$ cat config.mk
export PLATFORM = sky130hd
export DESIGN_NAME = cgra_top
export DESIGN_NICKNAME = d
export VERILOG_FILES = /design/src/common/cgra_cfg_pkg.sv /design/src/common/cgra_ctrl_pkg.sv /design/src/cgra/cgra_control_exec.sv /design/src/cgra/cgra_pe.sv /design/src/cgra/cgra_stream_in.sv /design/src/cgra/cgra_stream_out.sv /design/src/hw/cgra_top.sv /design/src/hw/cgra_wb_regs.sv
export SDC_FILE = /design/constraint.sdc
export NUM_CORES = 2
export LEC_CHECK = 0
export BUFFER_PORTS_ARGS = -buffer_cell sky130_fd_sc_hd__buf_2
export CAP_MARGIN = 5
export CORE_MARGIN = 5
export CORE_UTILIZATION = 47
export DETAILED_ROUTE_END_ITERATION = 6
export PLACE_DENSITY = 0.67
export SLEW_MARGIN = 20
export SYNTH_ARGS = -nofsm -noshare
export SYNTH_HDL_FRONTEND = slang
export SYNTH_HIERARCHICAL = 1
export SYNTH_SLANG_ARGS = --single-unit
$ cat constraint.sdc
create_clock -name clk -period 7.5 [get_ports clk]
set_input_delay 1.5 -clock clk [delete_from_list [all_inputs] [get_ports clk]]
set_output_delay 1.5 -clock clk [all_outputs]
set_load 0.005 [all_outputs]
$ cat src/common/cgra_cfg_pkg.sv
`default_nettype none

package cgra_cfg_pkg;

  // defaults, cgra_top overrides through its own parameters
  localparam int n_lanes_def = 4;
  localparam int data_w_def = 16;
  localparam int fifo_depth_def = 8;

  // stream length and per-lane word counters
  localparam int len_w = 8;

  // lane operations, all wrap at the data width
  typedef enum logic [1:0] {
    op_pass = 2'd0,  // out = in
    op_add  = 2'd1,  // out = in + const
    op_sub  = 2'd2,  // out = in - const
    op_xor  = 2'd3   // out = in ^ const
  } pe_op_t;

endpackage

`default_nettype wire

$ cat src/common/cgra_ctrl_pkg.sv
`default_nettype none

package cgra_ctrl_pkg;

  typedef enum logic [1:0] {
    st_idle      = 2'd0,
    st_wait_data = 2'd1,
    st_process   = 2'd2,
    st_done      = 2'd3
  } exec_state_t;

  // word addresses on the wishbone slave
  localparam int wb_adr_w = 4;
  localparam logic [wb_adr_w-1:0] reg_ctrl = 4'd0;
  localparam logic [wb_adr_w-1:0] reg_status = 4'd1;
  localparam logic [wb_adr_w-1:0] reg_mask = 4'd2;
  localparam logic [wb_adr_w-1:0] reg_length = 4'd3;
  localparam logic [wb_adr_w-1:0] reg_lane_cfg_base = 4'd4;  // one word per lane
  localparam logic [wb_adr_w-1:0] reg_queue_base = 4'd8;     // push in / pop out

  // bit positions inside ctrl and status
  localparam int ctrl_start_bit = 0;
  localparam int ctrl_clear_bit = 1;
  localparam int stat_state_lsb = 1;
  localparam int stat_nonempty_lsb = 8;
  localparam int stat_full_lsb = 12;

endpackage

`default_nettype wire

$ cat src/cgra/cgra_control_exec.sv
`timescale 1ns/1ps
`default_nettype none

module cgra_control_exec import cgra_cfg_pkg::*; import cgra_ctrl_pkg::*; #(
  parameter int N_LANES = n_lanes_def
) (
  input  wire                clk,
  input  wire                rst,
  input  wire                start,
  input  wire                clear,
  input  wire [N_LANES-1:0]  lane_mask,
  input  wire [N_LANES-1:0]  in_valid,
  input  wire [N_LANES-1:0]  out_room,
  input  wire [N_LANES-1:0]  lane_done,
  output logic [N_LANES-1:0] en,
  output exec_state_t        state
);

  logic [N_LANES-1:0] active;
  logic all_ready;
  logic all_done;

  assign active = lane_mask & ~lane_done;
  // masked-off or finished lanes never hold the others back
  assign all_ready = &(~active | (in_valid & out_room));
  assign all_done = &(~lane_mask | lane_done);

  // lockstep, one stalled lane stalls every lane
  assign en = (state == st_process && all_ready) ? active : '0;

  always_ff @(posedge clk) begin
    if (rst) begin
      state <= st_idle;
    end else if (clear) begin
      state <= st_idle;  // also aborts a run in progress
    end else begin
      case (state)
        st_idle: begin
          if (start) state <= st_wait_data;
        end
        st_wait_data: begin
          if (all_ready) state <= st_process;
        end
        st_process: begin
          if (all_done) state <= st_done;
        end
        st_done: begin
          state <= st_done;  // held until clear
        end
        default: state <= st_idle;
      endcase
    end
  end

endmodule

`default_nettype wire

$ cat src/cgra/cgra_pe.sv
`timescale 1ns/1ps
`default_nettype none

module cgra_pe import cgra_cfg_pkg::*; #(
  parameter int DATA_W = data_w_def
) (
  input  wire               clk,
  input  wire               rst,
  input  wire               clear,
  input  wire               en,
  input  wire pe_op_t       op,
  input  wire [DATA_W-1:0]  lane_const,
  input  wire [len_w-1:0]   length,
  input  wire [DATA_W-1:0]  in_data,
  output logic              out_push,
  output logic [DATA_W-1:0] out_data,
  output logic              lane_done
);

  logic [len_w-1:0] consumed;
  logic [DATA_W-1:0] result;

  always_comb begin
    case (op)
      op_add:  result = in_data + lane_const;
      op_sub:  result = in_data - lane_const;
      op_xor:  result = in_data ^ lane_const;
      default: result = in_data;  // op_pass
    endcase
  end

  always_ff @(posedge clk) begin
    if (rst) begin
      out_push <= 1'b0;
      consumed <= '0;
    end else begin
      out_push <= en;  // result lands in the out fifo one edge later
      if (clear) consumed <= '0;
      else if (en) consumed <= consumed + 1'b1;
    end
  end

  always_ff @(posedge clk) begin
    if (en) out_data <= result;
  end

  assign lane_done = consumed >= length;

endmodule

`default_nettype wire

$ cat src/cgra/cgra_stream_in.sv
`timescale 1ns/1ps
`default_nettype none

module cgra_stream_in import cgra_cfg_pkg::*; #(
  parameter int N_LANES = n_lanes_def,
  parameter int DATA_W = data_w_def,
  parameter int FIFO_DEPTH = fifo_depth_def
) (
  input  wire                       clk,
  input  wire                       rst,
  input  wire                       clear,
  input  wire [N_LANES-1:0]         push,
  input  wire [DATA_W-1:0]          push_data,
  input  wire [N_LANES-1:0]         pop,
  output logic [N_LANES-1:0]        in_valid,
  output logic [N_LANES*DATA_W-1:0] in_data_flat,
  output logic [N_LANES-1:0]        in_full
);

  localparam int ptr_w = $clog2(FIFO_DEPTH);
  localparam int cnt_w = $clog2(FIFO_DEPTH + 1);

  for (genvar l = 0; l < N_LANES; l++) begin : g_lane
    logic [DATA_W-1:0] mem [FIFO_DEPTH];
    logic [ptr_w-1:0] wr_ptr;
    logic [ptr_w-1:0] rd_ptr;
    logic [cnt_w-1:0] count;
    logic do_push;
    logic do_pop;

    assign do_push = push[l] && !in_full[l];
    assign do_pop = pop[l] && in_valid[l];
    assign in_valid[l] = count != '0;
    assign in_full[l] = count == cnt_w'(FIFO_DEPTH);
    assign in_data_flat[l*DATA_W +: DATA_W] = mem[rd_ptr];  // head word, popped on en

    always_ff @(posedge clk) begin
      if (rst || clear) begin
        wr_ptr <= '0;
        rd_ptr <= '0;
        count <= '0;
      end else begin
        if (do_push) wr_ptr <= (wr_ptr == ptr_w'(FIFO_DEPTH - 1)) ? '0 : wr_ptr + 1'b1;
        if (do_pop) rd_ptr <= (rd_ptr == ptr_w'(FIFO_DEPTH - 1)) ? '0 : rd_ptr + 1'b1;
        count <= count + cnt_w'(do_push) - cnt_w'(do_pop);
      end
    end

    always_ff @(posedge clk) begin
      if (do_push) mem[wr_ptr] <= push_data;
    end
  end

endmodule

`default_nettype wire

$ cat src/cgra/cgra_stream_out.sv
`timescale 1ns/1ps
`default_nettype none

module cgra_stream_out import cgra_cfg_pkg::*; #(
  parameter int N_LANES = n_lanes_def,
  parameter int DATA_W = data_w_def,
  parameter int FIFO_DEPTH = fifo_depth_def
) (
  input  wire                       clk,
  input  wire                       rst,
  input  wire                       clear,
  input  wire [N_LANES-1:0]         push,
  input  wire [N_LANES*DATA_W-1:0]  push_data_flat,
  input  wire [N_LANES-1:0]         pop,
  output logic [N_LANES*DATA_W-1:0] out_data_flat,
  output logic [N_LANES-1:0]        out_nonempty,
  output logic [N_LANES-1:0]        out_room
);

  localparam int ptr_w = $clog2(FIFO_DEPTH);
  localparam int cnt_w = $clog2(FIFO_DEPTH + 1);

  for (genvar l = 0; l < N_LANES; l++) begin : g_lane
    logic [DATA_W-1:0] mem [FIFO_DEPTH];
    logic [ptr_w-1:0] wr_ptr;
    logic [ptr_w-1:0] rd_ptr;
    logic [cnt_w-1:0] count;
    logic do_push;
    logic do_pop;

    assign do_push = push[l] && count != cnt_w'(FIFO_DEPTH);
    assign do_pop = pop[l] && out_nonempty[l];
    assign out_nonempty[l] = count != '0;
    // two free slots, one for the word still sitting in the pe register
    assign out_room[l] = count <= cnt_w'(FIFO_DEPTH - 2);
    assign out_data_flat[l*DATA_W +: DATA_W] = mem[rd_ptr];

    always_ff @(posedge clk) begin
      if (rst || clear) begin
        wr_ptr <= '0;
        rd_ptr <= '0;
        count <= '0;
      end else begin
        if (do_push) wr_ptr <= (wr_ptr == ptr_w'(FIFO_DEPTH - 1)) ? '0 : wr_ptr + 1'b1;
        if (do_pop) rd_ptr <= (rd_ptr == ptr_w'(FIFO_DEPTH - 1)) ? '0 : rd_ptr + 1'b1;
        count <= count + cnt_w'(do_push) - cnt_w'(do_pop);
      end
    end

    always_ff @(posedge clk) begin
      if (do_push) mem[wr_ptr] <= push_data_flat[l*DATA_W +: DATA_W];
    end
  end

endmodule

`default_nettype wire

$ cat src/hw/cgra_top.sv
`timescale 1ns/1ps
`default_nettype none

module cgra_top import cgra_cfg_pkg::*; import cgra_ctrl_pkg::*; #(
  parameter int N_LANES = n_lanes_def,  // at most 4, status layout
  parameter int DATA_W = data_w_def,
  parameter int FIFO_DEPTH = fifo_depth_def
) (
  input  wire                clk,
  input  wire                rst,
  input  wire                wb_cyc,
  input  wire                wb_stb,
  input  wire                wb_we,
  input  wire [wb_adr_w-1:0] wb_adr,
  input  wire [DATA_W-1:0]   wb_dat_w,
  output logic [DATA_W-1:0]  wb_dat_r,
  output logic               wb_ack
);

  logic start_pulse;
  logic clear_pulse;
  logic [N_LANES-1:0] lane_mask;
  logic [len_w-1:0] length;
  logic [2*N_LANES-1:0] op_flat;
  logic [N_LANES*DATA_W-1:0] const_flat;
  logic [N_LANES-1:0] push;
  logic [DATA_W-1:0] push_data;
  logic [N_LANES-1:0] pop;
  logic [N_LANES-1:0] in_valid;
  logic [N_LANES*DATA_W-1:0] in_data_flat;
  logic [N_LANES-1:0] in_full;
  logic [N_LANES-1:0] en;
  logic [N_LANES-1:0] pe_push;
  logic [N_LANES*DATA_W-1:0] pe_data_flat;
  logic [N_LANES-1:0] lane_done;
  logic [N_LANES*DATA_W-1:0] out_data_flat;
  logic [N_LANES-1:0] out_nonempty;
  logic [N_LANES-1:0] out_room;
  exec_state_t state;
  wire lane_done_all = &(lane_done | ~lane_mask);

  cgra_wb_regs #(.N_LANES(N_LANES), .DATA_W(DATA_W)) u_regs (
    .clk, .rst, .wb_cyc, .wb_stb, .wb_we, .wb_adr, .wb_dat_w, .wb_dat_r, .wb_ack,
    .state, .lane_done_all, .in_full, .out_nonempty, .out_data_flat,
    .start_pulse, .clear_pulse, .lane_mask, .length, .op_flat, .const_flat,
    .push, .push_data, .pop
  );

  // input words survive a clear so a lane can be rerun with its mask set
  cgra_stream_in #(.N_LANES(N_LANES), .DATA_W(DATA_W), .FIFO_DEPTH(FIFO_DEPTH)) u_in (
    .clk, .rst, .clear(1'b0), .push, .push_data, .pop(en), .in_valid, .in_data_flat, .in_full
  );

  for (genvar i = 0; i < N_LANES; i++) begin : g_pe
    cgra_pe #(.DATA_W(DATA_W)) u_pe (
      .clk, .rst, .clear(clear_pulse), .en(en[i]),
      .op(pe_op_t'(op_flat[2*i +: 2])),
      .lane_const(const_flat[i*DATA_W +: DATA_W]),
      .length,
      .in_data(in_data_flat[i*DATA_W +: DATA_W]),
      .out_push(pe_push[i]),
      .out_data(pe_data_flat[i*DATA_W +: DATA_W]),
      .lane_done(lane_done[i])
    );
  end

  cgra_stream_out #(.N_LANES(N_LANES), .DATA_W(DATA_W), .FIFO_DEPTH(FIFO_DEPTH)) u_out (
    .clk, .rst, .clear(clear_pulse), .push(pe_push), .push_data_flat(pe_data_flat),
    .pop, .out_data_flat, .out_nonempty, .out_room
  );

  cgra_control_exec #(.N_LANES(N_LANES)) u_ctrl (
    .clk, .rst, .start(start_pulse), .clear(clear_pulse), .lane_mask,
    .in_valid, .out_room, .lane_done, .en, .state
  );

endmodule

`default_nettype wire

$ cat src/hw/cgra_wb_regs.sv
`timescale 1ns/1ps
`default_nettype none

module cgra_wb_regs import cgra_cfg_pkg::*; import cgra_ctrl_pkg::*; #(
  parameter int N_LANES = n_lanes_def,
  parameter int DATA_W = data_w_def
) (
  input  wire                       clk,
  input  wire                       rst,
  input  wire                       wb_cyc,
  input  wire                       wb_stb,
  input  wire                       wb_we,
  input  wire [wb_adr_w-1:0]        wb_adr,
  input  wire [DATA_W-1:0]          wb_dat_w,
  output logic [DATA_W-1:0]         wb_dat_r,
  output logic                      wb_ack,
  input  wire exec_state_t          state,
  input  wire                       lane_done_all,
  input  wire [N_LANES-1:0]         in_full,
  input  wire [N_LANES-1:0]         out_nonempty,
  input  wire [N_LANES*DATA_W-1:0]  out_data_flat,
  output logic                      start_pulse,
  output logic                      clear_pulse,
  output logic [N_LANES-1:0]        lane_mask,
  output logic [len_w-1:0]          length,
  output logic [2*N_LANES-1:0]      op_flat,
  output logic [N_LANES*DATA_W-1:0] const_flat,
  output logic [N_LANES-1:0]        push,
  output logic [DATA_W-1:0]         push_data,
  output logic [N_LANES-1:0]        pop
);

  logic req;
  logic cfg_hit;
  logic queue_hit;
  logic [1:0] lane;
  logic done;
  logic [15:0] status;
  logic [DATA_W-1:0] rd_word;

  assign req = wb_cyc && wb_stb && !wb_ack;  // first cycle of a request only
  assign lane = wb_adr[1:0];  // both lane windows are 4-aligned
  assign cfg_hit = wb_adr >= reg_lane_cfg_base && wb_adr < reg_lane_cfg_base + N_LANES;
  assign queue_hit = wb_adr >= reg_queue_base && wb_adr < reg_queue_base + N_LANES;

  always_comb begin
    status = '0;
    status[0] = done;
    status[stat_state_lsb +: 2] = state;
    status[stat_nonempty_lsb +: N_LANES] = out_nonempty;
    status[stat_full_lsb +: N_LANES] = in_full;
  end

  always_comb begin
    rd_word = '0;
    if (cfg_hit) begin
      rd_word[9:0] = {op_flat[lane*2 +: 2], const_flat[lane*DATA_W +: 8]};
    end else if (queue_hit) begin
      if (out_nonempty[lane]) rd_word = out_data_flat[lane*DATA_W +: DATA_W];  // empty reads 0
    end else begin
      case (wb_adr)
        reg_status: rd_word[15:0] = status;
        reg_mask:   rd_word[N_LANES-1:0] = lane_mask;
        reg_length: rd_word[len_w-1:0] = length;
        default:    rd_word = '0;
      endcase
    end
  end

  always_ff @(posedge clk) begin
    if (rst) begin
      wb_ack <= 1'b0;
      start_pulse <= 1'b0;
      clear_pulse <= 1'b0;
      push <= '0;
      pop <= '0;
      lane_mask <= '0;
      length <= '0;
      op_flat <= '0;
      const_flat <= '0;
      done <= 1'b0;
    end else begin
      wb_ack <= req;
      start_pulse <= req && wb_we && wb_adr == reg_ctrl && wb_dat_w[ctrl_start_bit];
      clear_pulse <= req && wb_we && wb_adr == reg_ctrl && wb_dat_w[ctrl_clear_bit];
      push <= '0;
      pop <= '0;
      if (req && queue_hit) begin
        if (wb_we) push[lane] <= !in_full[lane];  // full queue drops the word
        else pop[lane] <= out_nonempty[lane];
      end
      if (req && wb_we) begin
        if (wb_adr == reg_mask) lane_mask <= wb_dat_w[N_LANES-1:0];
        if (wb_adr == reg_length) length <= wb_dat_w[len_w-1:0];
        if (cfg_hit) begin
          op_flat[lane*2 +: 2] <= wb_dat_w[9:8];
          const_flat[lane*DATA_W +: DATA_W] <= DATA_W'(wb_dat_w[7:0]);
        end
      end
      if (clear_pulse) done <= 1'b0;
      else if (state == st_done && lane_done_all) done <= 1'b1;
    end
  end

  always_ff @(posedge clk) begin
    if (req) wb_dat_r <= rd_word;  // valid alongside ack
    if (req && wb_we) push_data <= wb_dat_w;
  end

endmodule

`default_nettype wire

# --- Word level (Yosys, flattened, before mapping) ---
# Memory sizes are Yosys's and may differ from the RTL's. A register that Yosys moved wholly into a read port is not among the register bits.
# Index checks and enable logic that the tools add are counted.
op_classes:
  reduce_logical: 54
  muxes: 71
  bitwise_logic: 15
  shift: 7
  add_sub_neg: 46
  order_cmp: 14
  n_eq_ne: 45
ops:
  columns: ["cell", "n"]
  rows:
  - ["$pmux W16 S3", 4]
  - ["$mux W3", 32]
  - ["$add A16 B16 Y16", 4]
  - ["$bwmux W64", 1]
  - ["$shift A16 B34 Y64 const A", 1]
  - ["$shiftx A16 B34 Y64", 1]
  - ["$shiftx A64 B7 Y16", 1]
  - ["$shiftx A64 B7 Y8", 1]
  - ["$sub A16 B16 Y16", 4]
  - ["$xor A16 B16 Y16", 4]
  - ["$add A3 B1 Y3 const B", 16]
  - ["$eq A3 B3 Y1 const B", 16]
  - ["$neg A3 Y34", 1]
  - ["$neg A6 Y34", 1]
  - ["$shift A2 B34 Y8 const A", 1]
  - ["$shiftx A2 B34 Y8", 1]
  - ["$add A4 B1 Y4", 8]
  - ["$add A8 B1 Y8 const B", 4]
  - ["$ge A8 B8 Y1", 4]
  - ["$mux W16", 2]
  - ["$reduce_bool A4 Y1", 8]
  - ["$sub A4 B1 Y4", 8]
  - ["$logic_and A1 B1 Y1", 28]
  - ["$eq A2 B2 Y1 const B", 10]
  - ["37 further kinds", 91]
totals:
  n_memories: 8
  out_inout_bits: 17
  input_bits: 25
  regBits: 310
  ramBits: 1024
  word_cells: 310
mem_list:
  columns: ["name", "words", "word_bits", "rd", "rd_clocked_by_memory_dff", "write_ports", "line", "text"]
  rows:
  - ["u_in.g_lane[0].mem", 8, 16, 1, 1, 1, "cgra_stream_in.sv:24", "logic [DATA_W-1:0] mem [FIFO_DEPTH];"]
  - ["u_in.g_lane[1].mem", 8, 16, 1, 1, 1, "cgra_stream_in.sv:24", null]
  - ["u_in.g_lane[2].mem", 8, 16, 1, 1, 1, "cgra_stream_in.sv:24", null]
  - ["u_in.g_lane[3].mem", 8, 16, 1, 1, 1, "cgra_stream_in.sv:24", null]
  - ["u_out.g_lane[0].mem", 8, 16, 1, 1, 1, "cgra_stream_out.sv:24", "logic [DATA_W-1:0] mem [FIFO_DEPTH];"]
  - ["u_out.g_lane[1].mem", 8, 16, 1, 1, 1, "cgra_stream_out.sv:24", null]
  - ["+2 memories", null, null, null, null, null, null, null]

# --- Depth between registers and ports, before layout ---
logic_depth:
  word_depth: 11
  mapped_depth: 21
  depth_no_buf: 21

# --- Hierarchy ---
# The synthesis kept the hierarchy.
by_module_without_submodules:
  columns: ["mod", "cells_each", "n_inst", "area_per_inst_um2"]
  rows:
  - ["cgra_stream_out", 1069, 1, 22564.1]
  - ["cgra_stream_in", 1051, 1, 22429.0]
  - ["cgra_pe at g_pe[0].u_pe ...", 330, 3, 2698.8]
  - ["cgra_wb_regs", 443, 1, 4780.8]
  - ["cgra_pe at g_pe[3].u_pe", 323, 1, 2697.6]
  - ["cgra_control_exec", 24, 1, 251.5]
  - ["cgra_top", 6, 1, 53.8]

# --- Least setup slack after synthesis ---
# No wires, ideal clock.
synth_timing:
  path_type: "reg2reg"
  from: "reg g_pe[3].u_pe.consumed[0]"
  to: "reg u_in.g_lane[0].count[2]"
  path_stages_with_launch: 22
  synth_period_minus_slack_ns: 4.049
  path_slack_ns: 3.451
  t_arrival_ns: 3.921
  setup_time_ns: 0.128
  cell_sequence: "dfxtp_1 > inv_1 > ha_1 > nand2b_1 > a21oi_1 > nor2b_1 > o21ai_0 > a21oi_1 > o41a_1 > nor2b_1 > a22oi_2 > nand4b_4 > nor3b_2 > inv_1 > nor2_1 > ha_1 > inv_1 > ha_1 > inv_1 > fa_1 > xor2_1 > nor2_1"
synth_via:
  elab_chain_cells: 10
synth_lines:
  columns: ["item", "line", "text"]
  rows:
  - ["from (decl)", "cgra_pe.sv:20", "logic [len_w-1:0] consumed;"]
  - ["from (signal assigned)", "cgra_pe.sv:39", "else if (en) consumed <= consumed + 1'b1;"]
  - ["$ge A8 B8 Y1", "cgra_pe.sv:47", "assign lane_done = consumed >= length;"]
  - ["net lane_done[3]", "cgra_top.sv:35", "logic [N_LANES-1:0] lane_done;"]
  - ["$not A4 Y4", "cgra_control_exec.sv:23", "assign active = lane_mask & ~lane_done;"]
  - ["$and A4 B4 Y4", "cgra_control_exec.sv:23", null]
  - ["$not A4 Y4", "cgra_control_exec.sv:25", "assign all_ready = &(~active | (in_valid & out_room));"]
  - ["$or A4 B4 Y4", "cgra_control_exec.sv:25", null]
  - ["$reduce_and A4 Y1", "cgra_control_exec.sv:25", null]
  - ["$logic_and A1 B1 Y1", "cgra_control_exec.sv:29", "assign en = (state == st_process && all_ready) ? active : '0;"]
  - ["$mux W4", "cgra_control_exec.sv:29", null]
  - ["net en[0]", "cgra_top.sv:32", "logic [N_LANES-1:0] en;"]
  - ["$logic_and A1 B1 Y1", "cgra_stream_in.sv:32", "assign do_pop = pop[l] && in_valid[l];"]
  - ["$sub A4 B1 Y4", "cgra_stream_in.sv:45", "count <= count + cnt_w'(do_push) - cnt_w'(do_pop);"]
  - ["to (signal assigned)", "cgra_stream_in.sv:45", null]
  - ["to (decl)", "cgra_stream_in.sv:27", "logic [cnt_w-1:0] count;"]
# The timed path passes the listed nets, and every way through them passes these cells.
# A chain may end at the register's enable or synchronous reset.

# --- Worst setup path in the final report ---
layout_timing:
  from: "reg u_regs.length[1]"
  to: "reg u_in.g_lane[3].count[2]"
layout_via:
  elab_chain_cells: 10
  word_cells_on_any_way: 13
  cone_classes: "add/sub: 1; order compare: 4; mux: 1; bitwise: 4; reduce/logical: 3"
layout_lines:
  columns: ["item", "line", "text"]
  rows:
  - ["from (decl)", "cgra_wb_regs.sv:25", "output logic [len_w-1:0] length,"]
  - ["from (signal assigned)", "cgra_wb_regs.sv:94", "if (wb_adr == reg_length) length <= wb_dat_w[len_w-1:0];"]
  - ["$ge A8 B8 Y1", "cgra_pe.sv:47", null]
  - ["net lane_done[2]", "cgra_top.sv:35", null]
  - ["$not A4 Y4", "cgra_control_exec.sv:23", null]
  - ["$and A4 B4 Y4", "cgra_control_exec.sv:23", null]
  - ["$not A4 Y4", "cgra_control_exec.sv:25", null]
  - ["$or A4 B4 Y4", "cgra_control_exec.sv:25", null]
  - ["$reduce_and A4 Y1", "cgra_control_exec.sv:25", null]
  - ["$logic_and A1 B1 Y1", "cgra_control_exec.sv:29", null]
  - ["$mux W4", "cgra_control_exec.sv:29", null]
  - ["net en[3]", "cgra_top.sv:32", null]
  - ["$logic_and A1 B1 Y1", "cgra_stream_in.sv:32", null]
  - ["$sub A4 B1 Y4", "cgra_stream_in.sv:45", null]
  - ["to (signal assigned)", "cgra_stream_in.sv:45", null]
  - ["to (decl)", "cgra_stream_in.sv:27", null]
# The timed path passes the listed nets, and every way through them passes these cells.

==> impl_metrics.tcl <==
set metrics [dict create \
    status "finished clean" \
    finalSetupViolations 0 \
    post_cts_buffers 0 \
    cts_repair_resize_count 0 \
    critPathRequiredTime_ns 8.13 \
    routabilityCongestion 0.875 \
    slew_headroom_pct 28.8 \
    final_layout_size_suffix_gt1_share_pct 16.7 \
    tightest_slew_ns 1.07 \
    hold_buffers 0 \
    crit_family "adder cells" \
    fin_util_pct 52.4 \
    max-clock-path-buffers 3 \
    fin_crit_sh_pct 55.0 \
    pwr-share-clk_pct 44.2 \
    grtUsageTotal_pct 19.7 \
    vias 33500 \
    avgSynthCellArea_um2 15.6 \
    critPathKind "reg -> reg" \
    cp_cell_sequence "inv_1 > ha_1 > a21oi_1 > nor2b_1 > o21ai_0 > a21oi_1 > o41a_1 > nor2b_1 > a22oi_2 > nand4b_4 > nor3b_4 > buf_4 > inv_1 > nor2_1 > ha_1 > inv_1 > ha_1 > inv_1 > fa_1 > xor2_1 > nor2_1" \
    ir_drop_mv 0.225 \
    synthCells 3906 \
    clk_pin_slew_ns 0.06 \
    finalCriticalPeriod_ns 4.12 \
    drt_iter0_drc 3400 \
    startpoint_type "flop" \
    hold_viol 0 \
    end_kind "flop" \
    first_pass_iters 6 \
    ys_seq_elements 1326 \
    synth_cell_types 85 \
    grt_pass1_wl_um 202000 \
    hold_class "reg -> reg" \
    worstPathMaxFanout 26 \
    fin_nets 4261 \
    cts.sinks 1326 \
    drt-vias-per-instance 5.70 \
    intPower_mw 11.7 \
    critPathBufInv 5 \
    pin_count 42 \
    n_fill_cell 10500 \
    stdcell_area_um2 67600 \
    wirelength_um 136000 \
    postRouteAntennaNets 0 \
    ff2ff_setup_slack_ns 3.38 \
    grt_max_degree 44 \
    setup_tns_ns 0 \
    cpMostUsedCell "inv_1" \
    grt_setup_unrepaired "false" \
    first_global_vias 32400 \
    antenna_found_initial 9 \
    drc_errors 0 \
    p_sw_share_pct 20.4 \
    synth_area_um2 60900 \
    cts_max_level 4 \
    slew_violations 0 \
    wl_per_cell_um 23.1 \
    cts-root-buf "clkbuf_16" \
    seq_power_share_pct 53.8 \
    rows 132 \
    synth_warnings 6 \
    synth_edf_count 1120 \
    start_util_pct 47.1 \
    async_reset_ff_share_pct 0 \
    power.density_nw_per_um2 218 \
    placed_area_um2 63200 \
    cts_made_buffers 138 \
    die_h_um 370 \
    die-area_um2 137000 \
    grt-ovfl-total 0 \
    switchingPower_mw 3.01 \
    pwr-share-comb_pct 2.1 \
    total_power_mw 14.7 \
    synth_flop_cell "edfxtp_1" \
    ys_seq_area_share_pct 62.0 \
    area_delta_synth_final_pct 11.1 \
    leakagePower_nw 22.7 \
    portBuffers 41 \
    core_um2 129000 \
    die_width_um 370 \
    clk_latency_ns 0.78 \
    max_stage_delay_ns 0.46 \
    dpl.hpwl_um 89700 \
    cp_data_arrival_time_ns 4.75 \
    clock_skew_ns 0.0280 \
    max_freq_mhz 243 \
    tritoncts "yes" \
    crit_slowest_cell "dfxtp_1" \
    maxCapViolations 0 \
]
[worst min-delay path, stage by stage, from the launching register on]
cell	delay (ns)
dfxtp_1	0.32
nand3_1	0.08
a21oi_1	0.07
[routing by layer]
layer	wire [µm]	GRT usage, %	part of all wire [%]	vias to the layer above
li1	-	-	-	15500
met1	60700	28.3	45	16800
met3	9590	4.41	7.1	179
met2	62000	30.4	46	1000
met4	3650	6.07	2.7	0
met5	0	0	0	-
[kinds of logic (layout without fill, tap and decap cells)]
family | Yosys count | in the layout | share of synthesized area (%)
fa+ha+maj | 210 | 210 | 4.46
buf+inv | 360 | 553 | 2.96
flops | 1326 | 1326 | 62.0
other cells | 2 | 41 | 0.0123
xor+xnor | 121 | 121 | 1.79
simple gates | 852 | 852 | 7.30
compound gates | 506 | 506 | 5.13
mux | 529 | 529 | 16.3
[sequential cells by signal (all words and copies together) (netlist names), 2 cells and up, named ones only]
signal and cells:
u_in/g_lane.mem 512, u_out/g_lane.mem 512, g_pe.u_pe/out_data 64, g_pe.u_pe/consumed 32, u_regs/const_flat 32, u_in/g_lane.count 16, u_out/g_lane.count 16, u_regs/push_data 16
u_regs/wb_dat_r 16, u_in/g_lane.rd_ptr 12, u_in/g_lane.wr_ptr 12, u_out/g_lane.rd_ptr 12, u_out/g_lane.wr_ptr 12, u_regs/length 8, u_regs/op_flat 8, g_pe.u_pe/out_push 4
u_regs/lane_mask 4, u_regs/pop 4, u_regs/push 4, u_ctrl/state 2
[stage by stage]
step / worst slack, ns / std cells / hold slack (ns)
after floorplan: 3.45 / 3942 / 0.459
after CTS: 3.36 / 5867 / 0.496
after detailed placement: 3.38 / 5618 / 0.494
final: 3.38 / 5880 / 0.489
after global placement: 3.44 / 5618 / 0.477
after global routing: 3.02 / 5877 / 0.525
[layout by cell type, fill, tap and decap left out, types with 29 or more instances in the layout]
cell / instances
edfxtp_1: 1120
nor2_1: 235
mux4_1: 230
a21oi_1: 198
ha_1: 198
dfxtp_1: 198
mux2_2: 182
nand2_1: 177
inv_1: 165
clkbuf_16: 140
o21ai_0: 118
buf_4: 87
xnor2_1: 80
nand3_1: 72
mux2i_1: 63
mux4_2: 53
nor3_1: 51
nor2b_1: 43
buf_2: 41
conb_1: 38
xor2_1: 37
clkbuf_1: 36
nand2b_1: 36
a22oi_1: 34
nor3_2: 30
or3_1: 29
[synth_stat cells, types with 8 or more instances]
| cell type | n | area share [%] |
|---|---|---|
| buf_1 | 31 | 0.19 |
| o21ai_0 | 118 | 0.97 |
| a211oi_1 | 14 | 0.17 |
| buf_2 | 15 | 0.12 |
| a221o_1 | 11 | 0.18 |
| xor2_1 | 37 | 0.53 |
| and3_1 | 20 | 0.21 |
| xnor2_1 | 80 | 1.2 |
| or4_4 | 8 | 0.15 |
| or3_1 | 29 | 0.30 |
| o22ai_1 | 13 | 0.13 |
| a21o_1 | 21 | 0.26 |
| nor4_1 | 9 | 0.092 |
| o21a_1 | 14 | 0.17 |
| ha_1 | 198 | 4.1 |
| fa_1 | 12 | 0.39 |
| mux4_2 | 53 | 2.0 |
| or4_1 | 8 | 0.099 |
| mux4_1 | 230 | 9.9 |
| or3b_2 | 8 | 0.12 |
| nor3_1 | 83 | 0.68 |
| a22oi_1 | 34 | 0.42 |
| a21oi_1 | 198 | 1.6 |
| mux2_2 | 182 | 3.4 |
| buf_4 | 34 | 0.42 |
| nand2_1 | 177 | 1.1 |
| nand4_1 | 18 | 0.18 |
| edfxtp_1 | 1120 | 55 |
| nor2_1 | 237 | 1.5 |
| nand2b_1 | 36 | 0.37 |
| nor3b_1 | 16 | 0.20 |
| a221oi_1 | 11 | 0.16 |
| o31ai_1 | 19 | 0.23 |
| nand3_1 | 72 | 0.59 |
| buf_6 | 34 | 0.63 |
| clkbuf_1 | 71 | 0.44 |
| dfxtp_1 | 206 | 6.8 |
| nor2b_1 | 43 | 0.44 |
| and2_1 | 23 | 0.24 |
| mux2i_1 | 63 | 1.0 |
| inv_1 | 165 | 1.0 |
[power by group through the flow]
stage / sequential, mW / clock, mW / combinational [mW]
after global placement: 8.09 / 0 / 0.287
after CTS: 7.93 / 6.66 / 0.288
after floorplan: 8.08 / 0 / 0.220
after global routing: 7.92 / 6.98 / 0.333
after detailed placement: 8.09 / 0 / 0.287
final: 7.93 / 6.51 / 0.308
[final timing paths]
kind	start	endpoint	cells after the start
max reg2reg	u_regs/length[1]$_SDFFE_PP0P_	u_in/g_lane[3].count[2]$_SDFF_PP0_	21
max	u_regs/length[1]$_SDFFE_PP0P_	u_in/g_lane[3].count[2]$_SDFF_PP0_	21
min reg2reg	u_regs/pop[3]$_SDFF_PP0_	flop	2
min	u_regs/pop[3]$_SDFF_PP0_	flop	2
[cell type report]
class	instances	area, µm²	share of cell area [%]
diodes	3	7.51	0.0111
clock buffers	180	3690	5.46
clock inverters	69	611	0.903
inverters	166	628	0.929
multi-input cells	2256	21700	32.1
flip-flops and latches	1326	37800	55.8
well taps	1742	2180	3.22
repair buffers	138	1020	1.51
No activity file was read; power rests on OpenSTA's default activity.
